`config.mk`:
```
export PLATFORM = sky130hd
export DESIGN_NAME = regex_scan_top
export DESIGN_NICKNAME = d
export VERILOG_FILES = /design/src/verilog/scan_pkg.sv /design/src/verilog/dfa_if.sv /design/src/verilog/regex_scan_top.sv /design/src/verilog/wb_scan_regs.sv /design/src/verilog/stream_matcher.sv /design/src/verilog/regex_dfa.sv
export VERILOG_INCLUDE_DIRS = /design/src /design/src/verilog
export SDC_FILE = /design/constraint.sdc
export NUM_CORES = 1
export LEC_CHECK = 0
export ABC_AREA = 1
export BUFFER_PORTS_ARGS = -buffer_cell sky130_fd_sc_hd__buf_4
export CAP_MARGIN = 20
export CORE_MARGIN = 10
export CORE_UTILIZATION = 45
export CTS_CLUSTER_SIZE = 28
export DETAILED_ROUTE_END_ITERATION = 7
export GPL_ROUTABILITY_DRIVEN = 0
export SLEW_MARGIN = 30
export SYNTH_ARGS = -nofsm -noshare
export SYNTH_HDL_FRONTEND = slang
export SYNTH_SLANG_ARGS = --single-unit
export TNS_END_PERCENT = 20
```
`constraint.sdc`:
```
create_clock -name clk -period 2.5 [get_ports clk]
set_input_delay 0.25 -clock clk [delete_from_list [all_inputs] [get_ports clk]]
set_output_delay 0.25 -clock clk [all_outputs]
set_load 0.05 [all_outputs]
```
`src/verilog/scan_config.svh`:
```
`ifndef SCAN_CONFIG_SVH
`define SCAN_CONFIG_SVH

// Number of interleaved stream contexts
// Also the depth of the state memory and width of the enable mask
`define SCAN_NUM_STREAMS 16

// Stream id width, log2 of the stream count
`define SCAN_STREAM_W 4

// Width of the global packet match counter
`define SCAN_COUNT_W 16

`endif
```
`src/verilog/scan_pkg.sv`:
```
package scan_pkg;

  `include "scan_config.svh"

  // DFA states for a, one or more b, then c
  // S_ACCEPT lasts one byte, the match flag holds the result
  typedef enum logic [1:0] {
    S_START   = 2'd0,
    S_SEEN_A  = 2'd1,
    S_SEEN_AB = 2'd2,
    S_ACCEPT  = 2'd3
  } dfa_state_t;

  // Register map of the Wishbone slave
  // Write to REG_COUNT clears the counter
  typedef enum logic {
    REG_COUNT  = 1'b0,
    REG_ENABLE = 1'b1
  } reg_addr_t;

  // Stream id as given with load_state
  typedef logic [`SCAN_STREAM_W-1:0] stream_id_t;

  // Count of enabled packets with at least one match
  typedef logic [`SCAN_COUNT_W-1:0] count_t;

endpackage

```
`src/verilog/dfa_if.sv`:
```
`timescale 1ns/10ps

// Bundle between the stream context block and the DFA
interface dfa_if;
  import scan_pkg::*;

  // Registered byte from the context block
  logic [7:0] char;
  logic       char_vld;

  // State restore at packet start
  dfa_state_t state_in;
  logic       state_in_vld;

  // Current DFA state and match indication
  dfa_state_t state_out;
  logic       accept;

  modport ctx (
    output char, char_vld, state_in, state_in_vld,
    input  state_out, accept
  );

  modport dfa (
    input  char, char_vld, state_in, state_in_vld,
    output state_out, accept
  );

endinterface

```
`src/verilog/regex_scan_top.sv`:
```
`timescale 1ns/10ps
`include "scan_config.svh"

module regex_scan_top (
  input  logic                      clk,
  input  logic                      rst_n,
  // Byte port
  input  logic                      load_state,
  input  logic                      new_stream_id,
  input  logic [`SCAN_STREAM_W-1:0] stream_id,
  input  logic [7:0]                char_in,
  input  logic                      char_in_vld,
  input  logic                      eop,
  output logic                      fired,
  // Wishbone slave
  input  logic                      cyc,
  input  logic                      stb,
  input  logic                      we,
  input  logic                      adr,
  input  logic [15:0]               dat_w,
  output logic [15:0]               dat_r,
  output logic                      ack
);
  import scan_pkg::*;

  reg_addr_t                    wb_adr;
  count_t                       count;
  logic [`SCAN_NUM_STREAMS-1:0] enable_mask;
  logic                         count_clr;

  // Bus address bit as register select
  assign wb_adr = reg_addr_t'(adr);

  dfa_if u_dfa_if ();

  stream_matcher u_matcher (
    .clk           (clk),
    .rst_n         (rst_n),
    .load_state    (load_state),
    .new_stream_id (new_stream_id),
    .stream_id     (stream_id),
    .char_in       (char_in),
    .char_in_vld   (char_in_vld),
    .eop           (eop),
    .enable_mask   (enable_mask),
    .count_clr     (count_clr),
    .count         (count),
    .fired         (fired),
    .dfa           (u_dfa_if.ctx)
  );

  regex_dfa u_dfa (
    .clk   (clk),
    .rst_n (rst_n),
    .dfa   (u_dfa_if.dfa)
  );

  wb_scan_regs u_regs (
    .clk         (clk),
    .rst_n       (rst_n),
    .cyc         (cyc),
    .stb         (stb),
    .we          (we),
    .adr         (wb_adr),
    .dat_w       (dat_w),
    .count       (count),
    .dat_r       (dat_r),
    .ack         (ack),
    .enable_mask (enable_mask),
    .count_clr   (count_clr)
  );

endmodule

```
`src/verilog/wb_scan_regs.sv`:
```
`timescale 1ns/10ps
`include "scan_config.svh"

module wb_scan_regs (
  input  logic                         clk,
  input  logic                         rst_n,
  input  logic                         cyc,
  input  logic                         stb,
  input  logic                         we,
  input  scan_pkg::reg_addr_t          adr,
  input  logic [15:0]                  dat_w,
  input  scan_pkg::count_t             count,
  output logic [15:0]                  dat_r,
  output logic                         ack,
  output logic [`SCAN_NUM_STREAMS-1:0] enable_mask,
  output logic                         count_clr
);
  import scan_pkg::*;

  // New request, not yet acknowledged
  logic req;
  logic wr_req;

  assign req    = cyc && stb && !ack;
  assign wr_req = req && we;

  // Ack, mask and clear pulse
  always_ff @(posedge clk)
  begin
    if (!rst_n)
    begin
      ack         <= 1'b0;
      enable_mask <= '1;
      count_clr   <= 1'b0;
    end
    else
    begin
      // Single cycle ack, one clock after the request
      ack       <= req;
      count_clr <= wr_req && (adr == REG_COUNT);
      if (wr_req && (adr == REG_ENABLE))
        enable_mask <= dat_w[`SCAN_NUM_STREAMS-1:0];
    end
  end

  // Read data lines up with ack
  always_ff @(posedge clk)
  begin
    if (req)
    begin
      case (adr)
        REG_COUNT:  dat_r <= 16'(count);
        REG_ENABLE: dat_r <= 16'(enable_mask);
        default:    dat_r <= '0;
      endcase
    end
  end

  // Master holds the request until ack
  property p_ack_in_cycle;
    @(posedge clk) disable iff (!rst_n) ack |-> (cyc && stb);
  endproperty
  a_ack_in_cycle: assert property (p_ack_in_cycle)
    else $error("Wishbone ack outside of an active request");

endmodule

```
`src/verilog/stream_matcher.sv`:
```
`timescale 1ns/10ps
`include "scan_config.svh"

module stream_matcher (
  input  logic                         clk,
  input  logic                         rst_n,
  input  logic                         load_state,
  input  logic                         new_stream_id,
  input  scan_pkg::stream_id_t         stream_id,
  input  logic [7:0]                   char_in,
  input  logic                         char_in_vld,
  input  logic                         eop,
  input  logic [`SCAN_NUM_STREAMS-1:0] enable_mask,
  input  logic                         count_clr,
  output scan_pkg::count_t             count,
  output logic                         fired,
  dfa_if.ctx                           dfa
);
  import scan_pkg::*;

  // Saved DFA state, one word per stream
  dfa_state_t state_mem [`SCAN_NUM_STREAMS];

  // Stream of the packet in flight
  stream_id_t cur_id;
  logic       stream_enabled;

  // Restore stage, one cycle after load_state
  dfa_state_t restore_state;
  logic       restore_vld;

  // DFA outputs, registered
  dfa_state_t state_out_r;
  logic       accept_r;

  // Speculative match flag for the current packet
  logic match_flag;

  assign stream_enabled = enable_mask[cur_id];
  assign fired = match_flag;

  // Control side of the restore stage and the stream latch
  always_ff @(posedge clk)
  begin
    if (!rst_n)
    begin
      restore_vld <= 1'b0;
      cur_id      <= '0;
    end
    else
    begin
      restore_vld <= load_state;
      if (load_state)
        cur_id <= stream_id;
    end
  end

  // New stream starts clean, known stream picks up where it stopped
  always_ff @(posedge clk)
  begin
    if (load_state)
      restore_state <= new_stream_id ? S_START : state_mem[stream_id];
  end

  // DFA valid inputs and accept register
  always_ff @(posedge clk)
  begin
    if (!rst_n)
    begin
      dfa.char_vld     <= 1'b0;
      dfa.state_in_vld <= 1'b0;
      accept_r         <= 1'b0;
    end
    else
    begin
      dfa.char_vld     <= char_in_vld;
      dfa.state_in_vld <= restore_vld;
      accept_r         <= dfa.accept;
    end
  end

  // Payload side of the DFA registers
  always_ff @(posedge clk)
  begin
    dfa.char     <= char_in;
    dfa.state_in <= restore_state;
    state_out_r  <= dfa.state_out;
  end

  // Flag and counter
  always_ff @(posedge clk)
  begin
    if (!rst_n)
    begin
      match_flag <= 1'b0;
      count      <= '0;
    end
    else
    begin
      // Fresh flag for every packet
      if (load_state)
        match_flag <= 1'b0;
      if (accept_r)
        match_flag <= 1'b1;
      // Disabled stream drops its result at eop
      if (eop && !stream_enabled)
        match_flag <= 1'b0;
      // Clear from the bus beats a same-cycle update
      if (count_clr)
        count <= '0;
      else if (eop && stream_enabled)
        count <= count + count_t'(match_flag);
    end
  end

  // Save state at eop so a match can span packets
  always_ff @(posedge clk)
  begin
    if (eop && stream_enabled)
      state_mem[cur_id] <= state_out_r;
  end

  property p_eop_not_with_char;
    @(posedge clk) disable iff (!rst_n) !(eop && char_in_vld);
  endproperty
  a_eop_not_with_char: assert property (p_eop_not_with_char)
    else $error("eop together with a valid byte");

  property p_load_not_with_char;
    @(posedge clk) disable iff (!rst_n) !(load_state && char_in_vld);
  endproperty
  a_load_not_with_char: assert property (p_load_not_with_char)
    else $error("load_state together with a valid byte");

endmodule

```
`src/verilog/regex_dfa.sv`:
```
`timescale 1ns/10ps

module regex_dfa (
  input logic clk,
  input logic rst_n,
  dfa_if.dfa  dfa
);
  import scan_pkg::*;

  // Pattern letters
  localparam logic [7:0] CH_A = 8'h61;
  localparam logic [7:0] CH_B = 8'h62;
  localparam logic [7:0] CH_C = 8'h63;

  dfa_state_t state;
  dfa_state_t next_state;

  // Transition for one byte
  // Any a restarts a candidate match, since the search is unanchored
  always_comb
  begin
    if (dfa.char == CH_A)
      next_state = S_SEEN_A;
    else
    begin
      case (state)
        S_SEEN_A:
          next_state = (dfa.char == CH_B) ? S_SEEN_AB : S_START;
        S_SEEN_AB:
        begin
          if (dfa.char == CH_B)
            next_state = S_SEEN_AB;
          else if (dfa.char == CH_C)
            next_state = S_ACCEPT;
          else
            next_state = S_START;
        end
        default:
          next_state = S_START;
      endcase
    end
  end

  // Restore has priority, the caller never overlaps it with a byte
  always_ff @(posedge clk)
  begin
    if (!rst_n)
      state <= S_START;
    else if (dfa.state_in_vld)
      state <= dfa.state_in;
    else if (dfa.char_vld)
      state <= next_state;
  end

  assign dfa.state_out = state;
  // Accept follows the state with no extra register
  assign dfa.accept = (state == S_ACCEPT);

  // Restore and byte come from separate pipeline stages of the matcher
  property p_no_restore_with_char;
    @(posedge clk) disable iff (!rst_n)
      !(dfa.state_in_vld && dfa.char_vld);
  endproperty
  a_no_restore_with_char: assert property (p_no_restore_with_char)
    else $error("DFA restore and byte in the same cycle");

endmodule

```
# After elaboration in Yosys (flattened, before gate mapping)
# Memories as Yosys holds them, arrays and structs flattened. A register that Yosys moved wholly into a read port is not among the register bits.
# Cells that the tools add are included.
# classes
add_sub_neg	1
multipliers	0
div_mod_pow	0
n_lt_le_gt_ge	1
eq_ne	6
shift	0
n_mux	14
bitwise	2
reduce_logical	13
# op_table
cell	n
$pmux 16 s2	1
$eq 8x7->1 const B	3
$add 16x1->16	1
$mux 2	6
$logic_and 1x1->1	7
$lt 4x5->1 const B	1
$mux 1	5
$bmux 1 s4	1
$eq 2x2->1 const B	2
$pmux 2 s2	1
$reduce_bool 2->1	2
$reduce_or 2->1	2
$eq 2x1->1 const B	1
$logic_not 1->1	2
$not 1->1	2
# totals
register_bits	73
latchBits	0
mem_bits_rw	32
romBits	0
mem_count	1
# mem_list
memory	words	word_bits	rd	rd_ports_with_merged_regs	wr	line_no	text
u_matcher.state_mem	16	2	1	1	1	stream_matcher.sv:22	dfa_state_t state_mem [`SCAN_NUM_STREAMS];

# Depth between registers and ports, before layout
# Gate-level depths: netlist of run 1.
# logic_depth
depth_word	7
ltp_mapped	12
ltp_nobuf	12

# By module
# From an unflattened synthesis of run 1, not the netlist that was laid out.
# unflattened
hier_cells	506
hier_area_um2	4885.9
# by_module_without_submodules
module	instances	cells_each	area_per_inst_um2
stream_matcher	1	356	3298.2
wb_scan_regs	1	114	1373.8
regex_dfa	1	36	214.0

# Least setup slack after synthesis of run 1
# No wires, ideal clock.
# synth_path
path_type	reg-to-reg
from	register u_regs.ack
to	register u_regs.enable_mask[10]
arrival_ps	2260
setup_slack_ps	177
path_stages_with_launch	7
n_path_buf	1
period_less_slack_ps	2323
path_cell_list	dfxtp_1 -> nor2_1 -> nand3_1 -> inv_1 -> buf_2 -> nand2_1 -> nand3_1
# synth_via
elab_chain_len	4
# synth_lines
element	line_no	text
from (decl)	wb_scan_regs.sv:14	output logic ack,
from (signal assigned)	wb_scan_regs.sv:39	ack <= req;
$logic_not 1->1	wb_scan_regs.sv:24	assign req = cyc && stb && !ack;
$logic_and 1x1->1	wb_scan_regs.sv:24	
net u_regs.req	wb_scan_regs.sv:21	logic req;
$logic_and 1x1->1	wb_scan_regs.sv:25	assign wr_req = req && we;
$logic_and 1x1->1	wb_scan_regs.sv:41	if (wr_req && (adr == REG_ENABLE))
to (signal assigned)	wb_scan_regs.sv:42	enable_mask <= dat_w[`SCAN_NUM_STREAMS-1:0];
to (decl)	wb_scan_regs.sv:15	output logic [`SCAN_NUM_STREAMS-1:0] enable_mask,
# The timed path passes the listed nets, and every way through them passes these cells.
# A chain may end at the register's enable or synchronous reset.

# Worst setup path after layout of run 1
# layout_path
from	register u_matcher.cur_id[0]
to	register u_matcher.count[8]
# layout_via
elab_chain_len	3
# layout_lines
element	line_no	text
from (decl)	stream_matcher.sv:25	stream_id_t cur_id;
from (signal assigned)	stream_matcher.sv:54	cur_id <= stream_id;
$bmux 1 s4	stream_matcher.sv:39	assign stream_enabled = enable_mask[cur_id];
$mux 1 (not written as such)	stream_matcher.sv:39	
$logic_and 1x1->1	stream_matcher.sv:111	else if (eop && stream_enabled)
to (signal assigned)	stream_matcher.sv:112	count <= count + count_t'(match_flag);
to (decl)	stream_matcher.sv:15	output scan_pkg::count_t count,
# Every way passes these cells. The select of a mux whose other input is x is not followed.

==> insert_results.sql, run 1 <==
INSERT INTO impl_metrics (metric_group, metric, value, unit) VALUES
('detailed_routing', 'route.detailed.drc', '0', ''),
('sta', 'setup_repair_after_global_routing_missed_its_margin', 'no', ''),
('clocking', 'cts.reportedPaths.clkPinSlew', '0.10', 'ns'),
('global_routing', 'grt_usage', '15.33', '%'),
('cells_and_area', 'design.final.nets', '609', ''),
('place', 'dp_hpwl', '8242', 'µm'),
('yosys', 'synth-main-ff-cell', 'dfxtp_1', ''),
('cells_and_area', 'nFillCells', '1003', ''),
('critical_path', 'cpMaxStageDelayCell', 'dfxtp_1', ''),
('yosys', 'synthesized_area_fraction_occupied_by_ao_oa_aoi_and_oai_cells', '9.194', '%'),
('detailed_routing', 'detail_route.wl_per_cell', '16.00', 'µm'),
('critical_path', 'path_common_cell', 'nand2_1', ''),
('clocking', 'clock-root-buffer', 'clkbuf_8', ''),
('worst_hold_path', 'worstHoldStart', 'char_in_vld', ''),
('global_routing', 'largest_net_degree_at_the_start_of_global_routing', '31', ''),
('detailed_routing', 'detail_route.first_pass.iterations', '4', ''),
('job', 'maxCapViolations', '0', ''),
('cells_and_area', 'final_core_util', '53.04', '%'),
('critical_path', 'cp_slowest_stage_delay', '0.61', 'ns'),
('place', 'placed_area', '5205', 'µm²'),
('yosys', 'post_synth_inst_count', '510', ''),
('sta', 'worst-slew-pin-transition', '0.6784', 'ns'),
('critical_path', 'worst-path-max-fanout', '14', ''),
('sta', 'max_slew_margin', '54.73', '%'),
('sta', 'period_minus_slack', '2.031', 'ns'),
('floorplanning', 'pin_count', '56', ''),
('clocking', 'cts_max_path_buffers', '2', ''),
('worst_hold_path', 'min_path_type', 'in -> reg', ''),
('yosys', 'simple_logic_cell_fraction_of_the_synthesized_area', '24.31', '%'),
('clocking', 'cts_tree', 'built', ''),
('clocking', 'clock_sinks', '107', ''),
('detailed_routing', 'vias', '3544', ''),
('critical_path', 'critPathBufInv', '1', ''),
('yosys', 'yosys.area.top_type_share', '31.70', '%'),
('floorplanning', 'die_footprint', '15030', 'µm²'),
('detailed_routing', 'dr.first_iter.drc_count', '271', ''),
('yosys', 'netlist_area', '4736', 'µm²'),
('detailed_routing', 'routed_wl', '11310', 'µm'),
('critical_path', 'cp_cell_sequence', 'inv_2 > nand2_1 > nand2_1 > nand2_1 > nand2_1 > nand2_2 > nand2_4 > o21ai_4 > nand2_1 > a21oi_1', ''),
('yosys', 'ys.warnings.count', '0', ''),
('clocking', 'insertion_delay', '0.37', 'ns'),
('floorplanning', 'core_area', '10280', 'µm²'),
('global_routing', 'antenna_found_initial', '0', ''),
('floorplanning', 'rows', '37', ''),
('yosys', 'synth_top_family_by_area', 'simple AND/OR/NAND/NOR gates', ''),
('critical_path', 'path_delay_family', 'compound AO/OA/AOI/OAI gates', ''),
('power_and_ir_drop', 'post-layout-total-power', '3.287', 'mW'),
('sta', 'slew_viol_final', '0', ''),
('critical_path', 'timing.rr.start', 'u_matcher.cur_id[0]', ''),
('floorplanning', 'die-height', '122.6', 'µm'),
('yosys', 'synthDominantAreaCellType', 'edfxtp_1', ''),
('place', 'numPortBuffers', '55', ''),
('sta', 'setup_viol', '0', ''),
('yosys', 'share_of_synthesized_registers_carrying_an_async_set_or_reset', '0', '%'),
('global_routing', 'grt_first_pass_wirelength', '18080', 'µm'),
('power_and_ir_drop', 'p_per_area', '603.0', 'nW/µm²'),
('global_routing', 'first_global_vias', '3472', ''),
('detailed_routing', 'routed_via_density', '5.013', ''),
('yosys', 'synthXorXnorAreaFrac', '2.219', '%'),
('cells_and_area', 'area_growth_syn_to_layout', '15.11', '%'),
('run_status', 'outcome', 'completed', ''),
('critical_path', 'cp.arrival', '2.32', 'ns'),
('sta', 'achievable-frequency', '0.4923', 'GHz'),
('yosys', 'synthMuxAreaShare', '0.9511', '%'),
('critical_path', 'setup.worst_path.class', 'reg -> reg', ''),
('critical_path', 'timing.critical_path.required', '2.79', 'ns'),
('yosys', 'synth_sequential_area_ratio', '55.80', '%'),
('floorplanning', 'floorplan.die.width', '122.6', 'µm'),
('sta', 'fin_tns_setup', '0', 'ns'),
('cells_and_area', 'finish.instance_area', '5451', 'µm²'),
('power_and_ir_drop', 'max_ir_drop_vdd', '283.3', 'µV');
-- through the flow --
stage | hold WS (ns) | worst slack (ns)
floorplan | 0.2777 | 0.1768
global placement | 0.3369 | 0.5837
detailed placement | 0.3299 | 0.4835
CTS | 0.05196 | 0.4489
global route | 0.05834 | 0.2088
finish | 0.06591 | 0.4688
-- cell usage in the layout, fill, tap and decap left out --
master,instances
inv_4,2
nand4_1,3
o21ai_0,36
nor3_1,5
nor2_4,1
a21oi_2,10
o21ai_4,1
o22ai_1,2
a21oi_1,12
nand3_2,14
or2_2,1
inv_6,2
clkbuf_1,2
buf_4,57
a31oi_1,1
nand2_1,117
dfxtp_1,57
a211oi_1,1
nand3_1,29
edfxtp_1,50
clkinv_2,1
clkbuf_8,9
ha_1,5
dlygate4sd3_1,8
mux2_2,4
inv_2,3
o221ai_1,4
xor2_1,12
nor4b_1,1
nand2_4,3
nor2_1,59
o211ai_1,4
nor2_8,1
nand2_2,13
inv_1,41
-- worst reg2reg max path, cell delays in order (launching register included) --
cell	delay, ns
dfxtp_1	0.61
inv_2	0.20
nand2_1	0.10
nand2_1	0.05
nand2_1	0.06
nand2_1	0.07
nand2_2	0.07
nand2_4	0.07
o21ai_4	0.48
nand2_1	0.10
a21oi_1	0.15
-- path summary, 6_finish.rpt --
| kind | depth (start not counted) | slack (ns) | end |
|---|---|---|---|
| worst max register to register | 10 | 0.47 | u_matcher.count[8] |
| worst max-delay path | 10 | 0.47 | u_matcher.count[8] |
| worst min-delay path | 3 | 0.07 | u_matcher.dfa.char_vld |
| worst min register to register | 0 | 0.35 | u_matcher.dfa.state_in[0] |
-- per-layer routing --
metal / wire length [µm] / GRT usage [%] / vias up
li1: - / - / 1799
met1: 5409 / 20.35 / 1652
met5: 0 / 0 / -
met3: 641 / 4.408 / 14
met4: 193 / 6.186 / 0
met2: 5067 / 23.08 / 79
-- state kept, by name, summed over array words and instances, names as in the netlist --
register,cells
u_matcher.count,16
u_matcher.state_mem,32
u_matcher.cur_id,4
u_matcher.fired,1
u_regs.dat_r,16
u_regs.count_clr,1
u_matcher.dfa.state_in_vld,1
u_regs.ack,1
u_matcher.restore_vld,1
u_matcher.dfa.state_in,2
u_dfa.dfa.state_out,2
u_matcher.accept_r,1
u_regs.enable_mask,16
u_matcher.restore_state,2
u_matcher.state_out_r,2
u_matcher.dfa.char_vld,1
u_matcher.dfa.char,8
-- power breakdown --
group          internal, mW  switching, mW
logic                 0.138          0.255
clock network         0.371          0.592
registers              1.89         0.0425
-- synthesized netlist by cell type (2+ instances only) --
cell	n
o21ai_0	36
clkbuf_1	9
edfxtp_1	50
nand2_2	13
a21oi_2	10
nand4_1	3
mux2_2	4
buf_8	3
nand2_4	3
buf_4	2
o211ai_1	4
dfxtp_1	57
a21oi_1	12
nand3_1	29
nand2_1	117
xor2_1	12
o221ai_1	4
buf_2	4
ha_1	5
nor2_1	59
nor3_1	5
nand3_2	14
inv_1	41
inv_2	3
o22ai_1	2
-- cells by family after synthesis --
kind of cell	count (synthesis)
buffers and inverters	64
multiplexers	4
XOR/XNOR	12
adder cells (fa/ha/maj)	5
AND/OR/NAND/NOR	247
AO/OA/AOI/OAI	71
flip-flops	107
-- area by class of cell --
cell class | instances | area, µm² | share of cell area, %
flip-flops and latches | 107 | 2643 | 48.47
multi-input cells | 339 | 1799 | 33.00
repair buffers | 65 | 508.0 | 9.318
well taps | 136 | 170.2 | 3.121
inverters | 44 | 165.2 | 3.030
clock buffers | 11 | 131.4 | 2.410
clock inverters | 5 | 35.03 | 0.6426
-- what timing repair did --
action | 4_1_cts | 5_1_grt
resized for setup | 0 | 0
hold endpoints to repair | 8 | 0
hold buffers | 8 | 0
Power figures use the tool's default switching activity.
==> run 2, diff against run 1 <==
--- a/config.mk
+++ b/config.mk
@@ -14,6 +14,7 @@
 export CTS_CLUSTER_SIZE = 28
 export DETAILED_ROUTE_END_ITERATION = 7
 export GPL_ROUTABILITY_DRIVEN = 0
+export PLACE_DENSITY = 0.67
 export SLEW_MARGIN = 30
 export SYNTH_ARGS = -nofsm -noshare
 export SYNTH_HDL_FRONTEND = slang
==> constraint.sdc (replaced) <==
create_clock -name clk -period 1.7 [get_ports clk]
set_input_delay 0.17 -clock clk [delete_from_list [all_inputs] [get_ports clk]]
set_output_delay 0.17 -clock clk [all_outputs]
set_load 0.05 [all_outputs]
==> insert_results.sql, run 2 (synthesis gave the netlist of run 1 again) <==
INSERT INTO impl_metrics (metric_group, metric, value, unit) VALUES
('critical_path', 'worst_setup_path_end_kind', 'flop', ''),
('detailed_routing', 'routed_via_density', '5.095', ''),
('sta', 'period_share', '102.7', '%'),
('floorplanning', 'pin_count', '56', ''),
('cells_and_area', 'final_layout_size_suffix_gt1_share', '29.57', '%'),
('critical_path', 'cp_slowest_stage_delay', '0.41', 'ns'),
('power_and_ir_drop', 'power_frac_clock', '32.7', '%'),
('clocking', 'clock_sinks', '107', ''),
('critical_path', 'setup.worst_path.class', 'reg -> reg', ''),
('critical_path', 'path_common_cell', 'nand2_2', ''),
('clocking', 'cts_max_path_buffers', '2', ''),
('sta', 'max_slew_margin', '62.54', '%'),
('sta', 'setup_viol', '32', ''),
('cells_and_area', 'largest-register', 'u_matcher.state_mem', ''),
('global_routing', 'largest_net_degree_at_the_start_of_global_routing', '31', ''),
('global_routing', 'grt-ovfl-total', '0', ''),
('clocking', 'cts.reportedPaths.clkPinSlew', '0.10', 'ns'),
('power_and_ir_drop', 'fraction_of_power_consumed_by_combinational_cells', '13.9', '%'),
('global_routing', 'grt_usage', '16.03', '%'),
('critical_path', 'crit_path_start_kind', 'flop', ''),
('detailed_routing', 'route.detailed.drc', '0', ''),
('worst_hold_path', 'min_path_type', 'in -> reg', ''),
('global_routing', 'antenna_found_initial', '0', ''),
('critical_path', 'cp_cell_sequence', 'buf_6 > nand2_2 > nand2_2 > nand2_1 > nand2_1 > nand2_2 > nand2_4 > nor2_4 > nor2_8 > nand3_4 > nor2_2', ''),
('detailed_routing', 'antenna_violating_nets_post_route', '0', ''),
('cells_and_area', 'final_common_cell', 'nand2_1', ''),
('clocking', 'cts-buffers-inserted', '9', ''),
('place', 'dp_hpwl', '8515', 'µm'),
('sta', 'finalClockSkew', '0.005073', 'ns'),
('clocking', 'h-tree-depth', '3', ''),
('cells_and_area', 'layout_common_cells', 'nand2_1 (112), buf_4 (76), dfxtp_1 (54)', ''),
('floorplanning', 'rows', '37', ''),
('power_and_ir_drop', 'power.switching', '1.389', 'mW'),
('clocking', 'cts_tree', 'built', ''),
('global_routing', 'grt_first_pass_wirelength', '19240', 'µm'),
('floorplanning', 'die-height', '122.6', 'µm'),
('sta', 'final.setup.worst_slack', '-0.04526', 'ns'),
('detailed_routing', 'detail_route.wl_per_cell', '15.89', 'µm'),
('detailed_routing', 'detail_route.first_pass.iterations', '4', ''),
('sta', 'worst-slew-pin-transition', '0.5611', 'ns'),
('power_and_ir_drop', 'cell_internal_pwr', '3.915', 'mW'),
('cells_and_area', 'fin_cells', '738', ''),
('run_status', 'violations', 'negative setup slack', ''),
('cells_and_area', 'area_growth_syn_to_layout', '25.68', '%'),
('detailed_routing', 'routed_wl', '11730', 'µm'),
('run_status', 'outcome', 'complete, but fails checks', ''),
('sta', 'hold_slack_final', '0.004770', 'ns'),
('power_and_ir_drop', 'pwr-share-seq', '53.4', '%'),
('sta', 'slew_viol_final', '0', ''),
('floorplanning', 'floorplan.die.width', '122.6', 'µm'),
('sta', 'timing.final.hold_violations', '0', ''),
('sta', 'setup_repair_after_global_routing_missed_its_margin', 'yes', ''),
('critical_path', 'worst-path-max-fanout', '5', ''),
('critical_path', 'path_delay_family', 'simple AND/OR/NAND/NOR gates', ''),
('clocking', 'clock-root-buffer', 'clkbuf_8', ''),
('power_and_ir_drop', 'power.static_leakage', '2.342', 'nW'),
('cells_and_area', 'insertedDiodeCount', '0', ''),
('critical_path', 'timing.critical_path.required', '1.78', 'ns'),
('power_and_ir_drop', 'p_per_area', '891.3', 'nW/µm²'),
('job', 'maxCapViolations', '0', ''),
('detailed_routing', 'vias', '3760', ''),
('floorplanning', 'die_footprint', '15030', 'µm²'),
('clocking', 'insertion_delay', '0.37', 'ns'),
('power_and_ir_drop', 'max_ir_drop_vdd', '559.0', 'µV'),
('place', 'placed_cells_incl_taps', '702', ''),
('detailed_routing', 'dr.first_iter.drc_count', '296', ''),
('cells_and_area', 'design.final.nets', '640', ''),
('critical_path', 'cpMaxStageDelayCell', 'dfxtp_4', ''),
('sta', 'achievable-frequency', '0.5730', 'GHz'),
('floorplanning', 'core_area', '10280', 'µm²'),
('global_routing', 'first_global_vias', '3854', ''),
('floorplanning', 'initial_core_utilization', '46.08', '%'),
('place', 'numPortBuffers', '55', ''),
('critical_path', 'cp.arrival', '1.83', 'ns'),
('power_and_ir_drop', 'switching_share', '26.19', '%'),
('sta', 'period_minus_slack', '1.745', 'ns'),
('cells_and_area', 'largest_register_ffs', '32', ''),
('critical_path', 'critPathBufInv', '1', '');
## run 2: power by group through the flow
stage                     clock network, mW  registers (mW)  logic [mW]
after floorplan                           0            2.94       0.359
after global placement                    0            2.89       0.633
after detailed placement                  0            2.89       0.647
after CTS                              1.76            2.83       0.700
after global routing                   1.85            2.84       0.803
final                                  1.73            2.83       0.737
## run 2: timing repair
item | 4_1_cts | 5_1_grt
gates resized for setup | 24 | 17
setup endpoints to repair | 47 | 42
pin swaps | 0 | 2
hold buffers | 15 | 0
endpoints found under the hold margin | 15 | 0
setup buffers | 0 | 5
## run 2: final cells by class
cell class,count,area [µm²]
multi-input combinational,339,1937
fill,893,4325
sequential,107,2649
clock inverter,7,101.3
clock buffer,9,123.9
inverter,44,167.7
tap,136,170.2
timing repair buffer,96,803.3
## run 2: per-stage QoR
step | setup TNS, ns | power, mW | area (µm²) | utilization (%) | worst slack, ns
finish | -0.6466 | 5.305 | 5952 | 57.91 | -0.04526
global route | -3.824 | 5.498 | 5952 | 57.91 | -0.1426
CTS | -0.02050 | 5.292 | 5861 | 57.02 | -0.007100
detailed placement | -2.504 | 3.540 | 5404 | 52.58 | -0.09631
global placement | -0.009008 | 3.523 | 5404 | 52.58 | -0.004504
floorplan | -0.005389 | 3.295 | 4755 | - | -0.005389
## run 2: final timing paths
kind | start | endpoint | slack (ns) | depth (start not counted)
max reg2reg | u_matcher.cur_id[0] | u_matcher.state_mem[3][1] | -0.05 | 11
max | u_matcher.cur_id[0] | u_matcher.state_mem[3][1] | -0.05 | 11
min reg2reg | u_matcher.restore_state[1] | u_matcher.dfa.state_in[1] | 0.35 | 0
min | dat_w[3] | u_regs.enable_mask[3] | 0.005 | 3
## run 2: layer usage
layer,up-vias,wire length [µm],track usage [%]
li1,1852,-,-
met1,1773,5464,21.41
met2,122,5363,25.30
met3,13,759,3.765
met4,0,140,4.934
met5,-,0,0
## run 2: worst min-delay path, cell delays in order
cell and delay [ns]:
buf_4 0.08, nand2_1 0.04, nand3_1 0.06
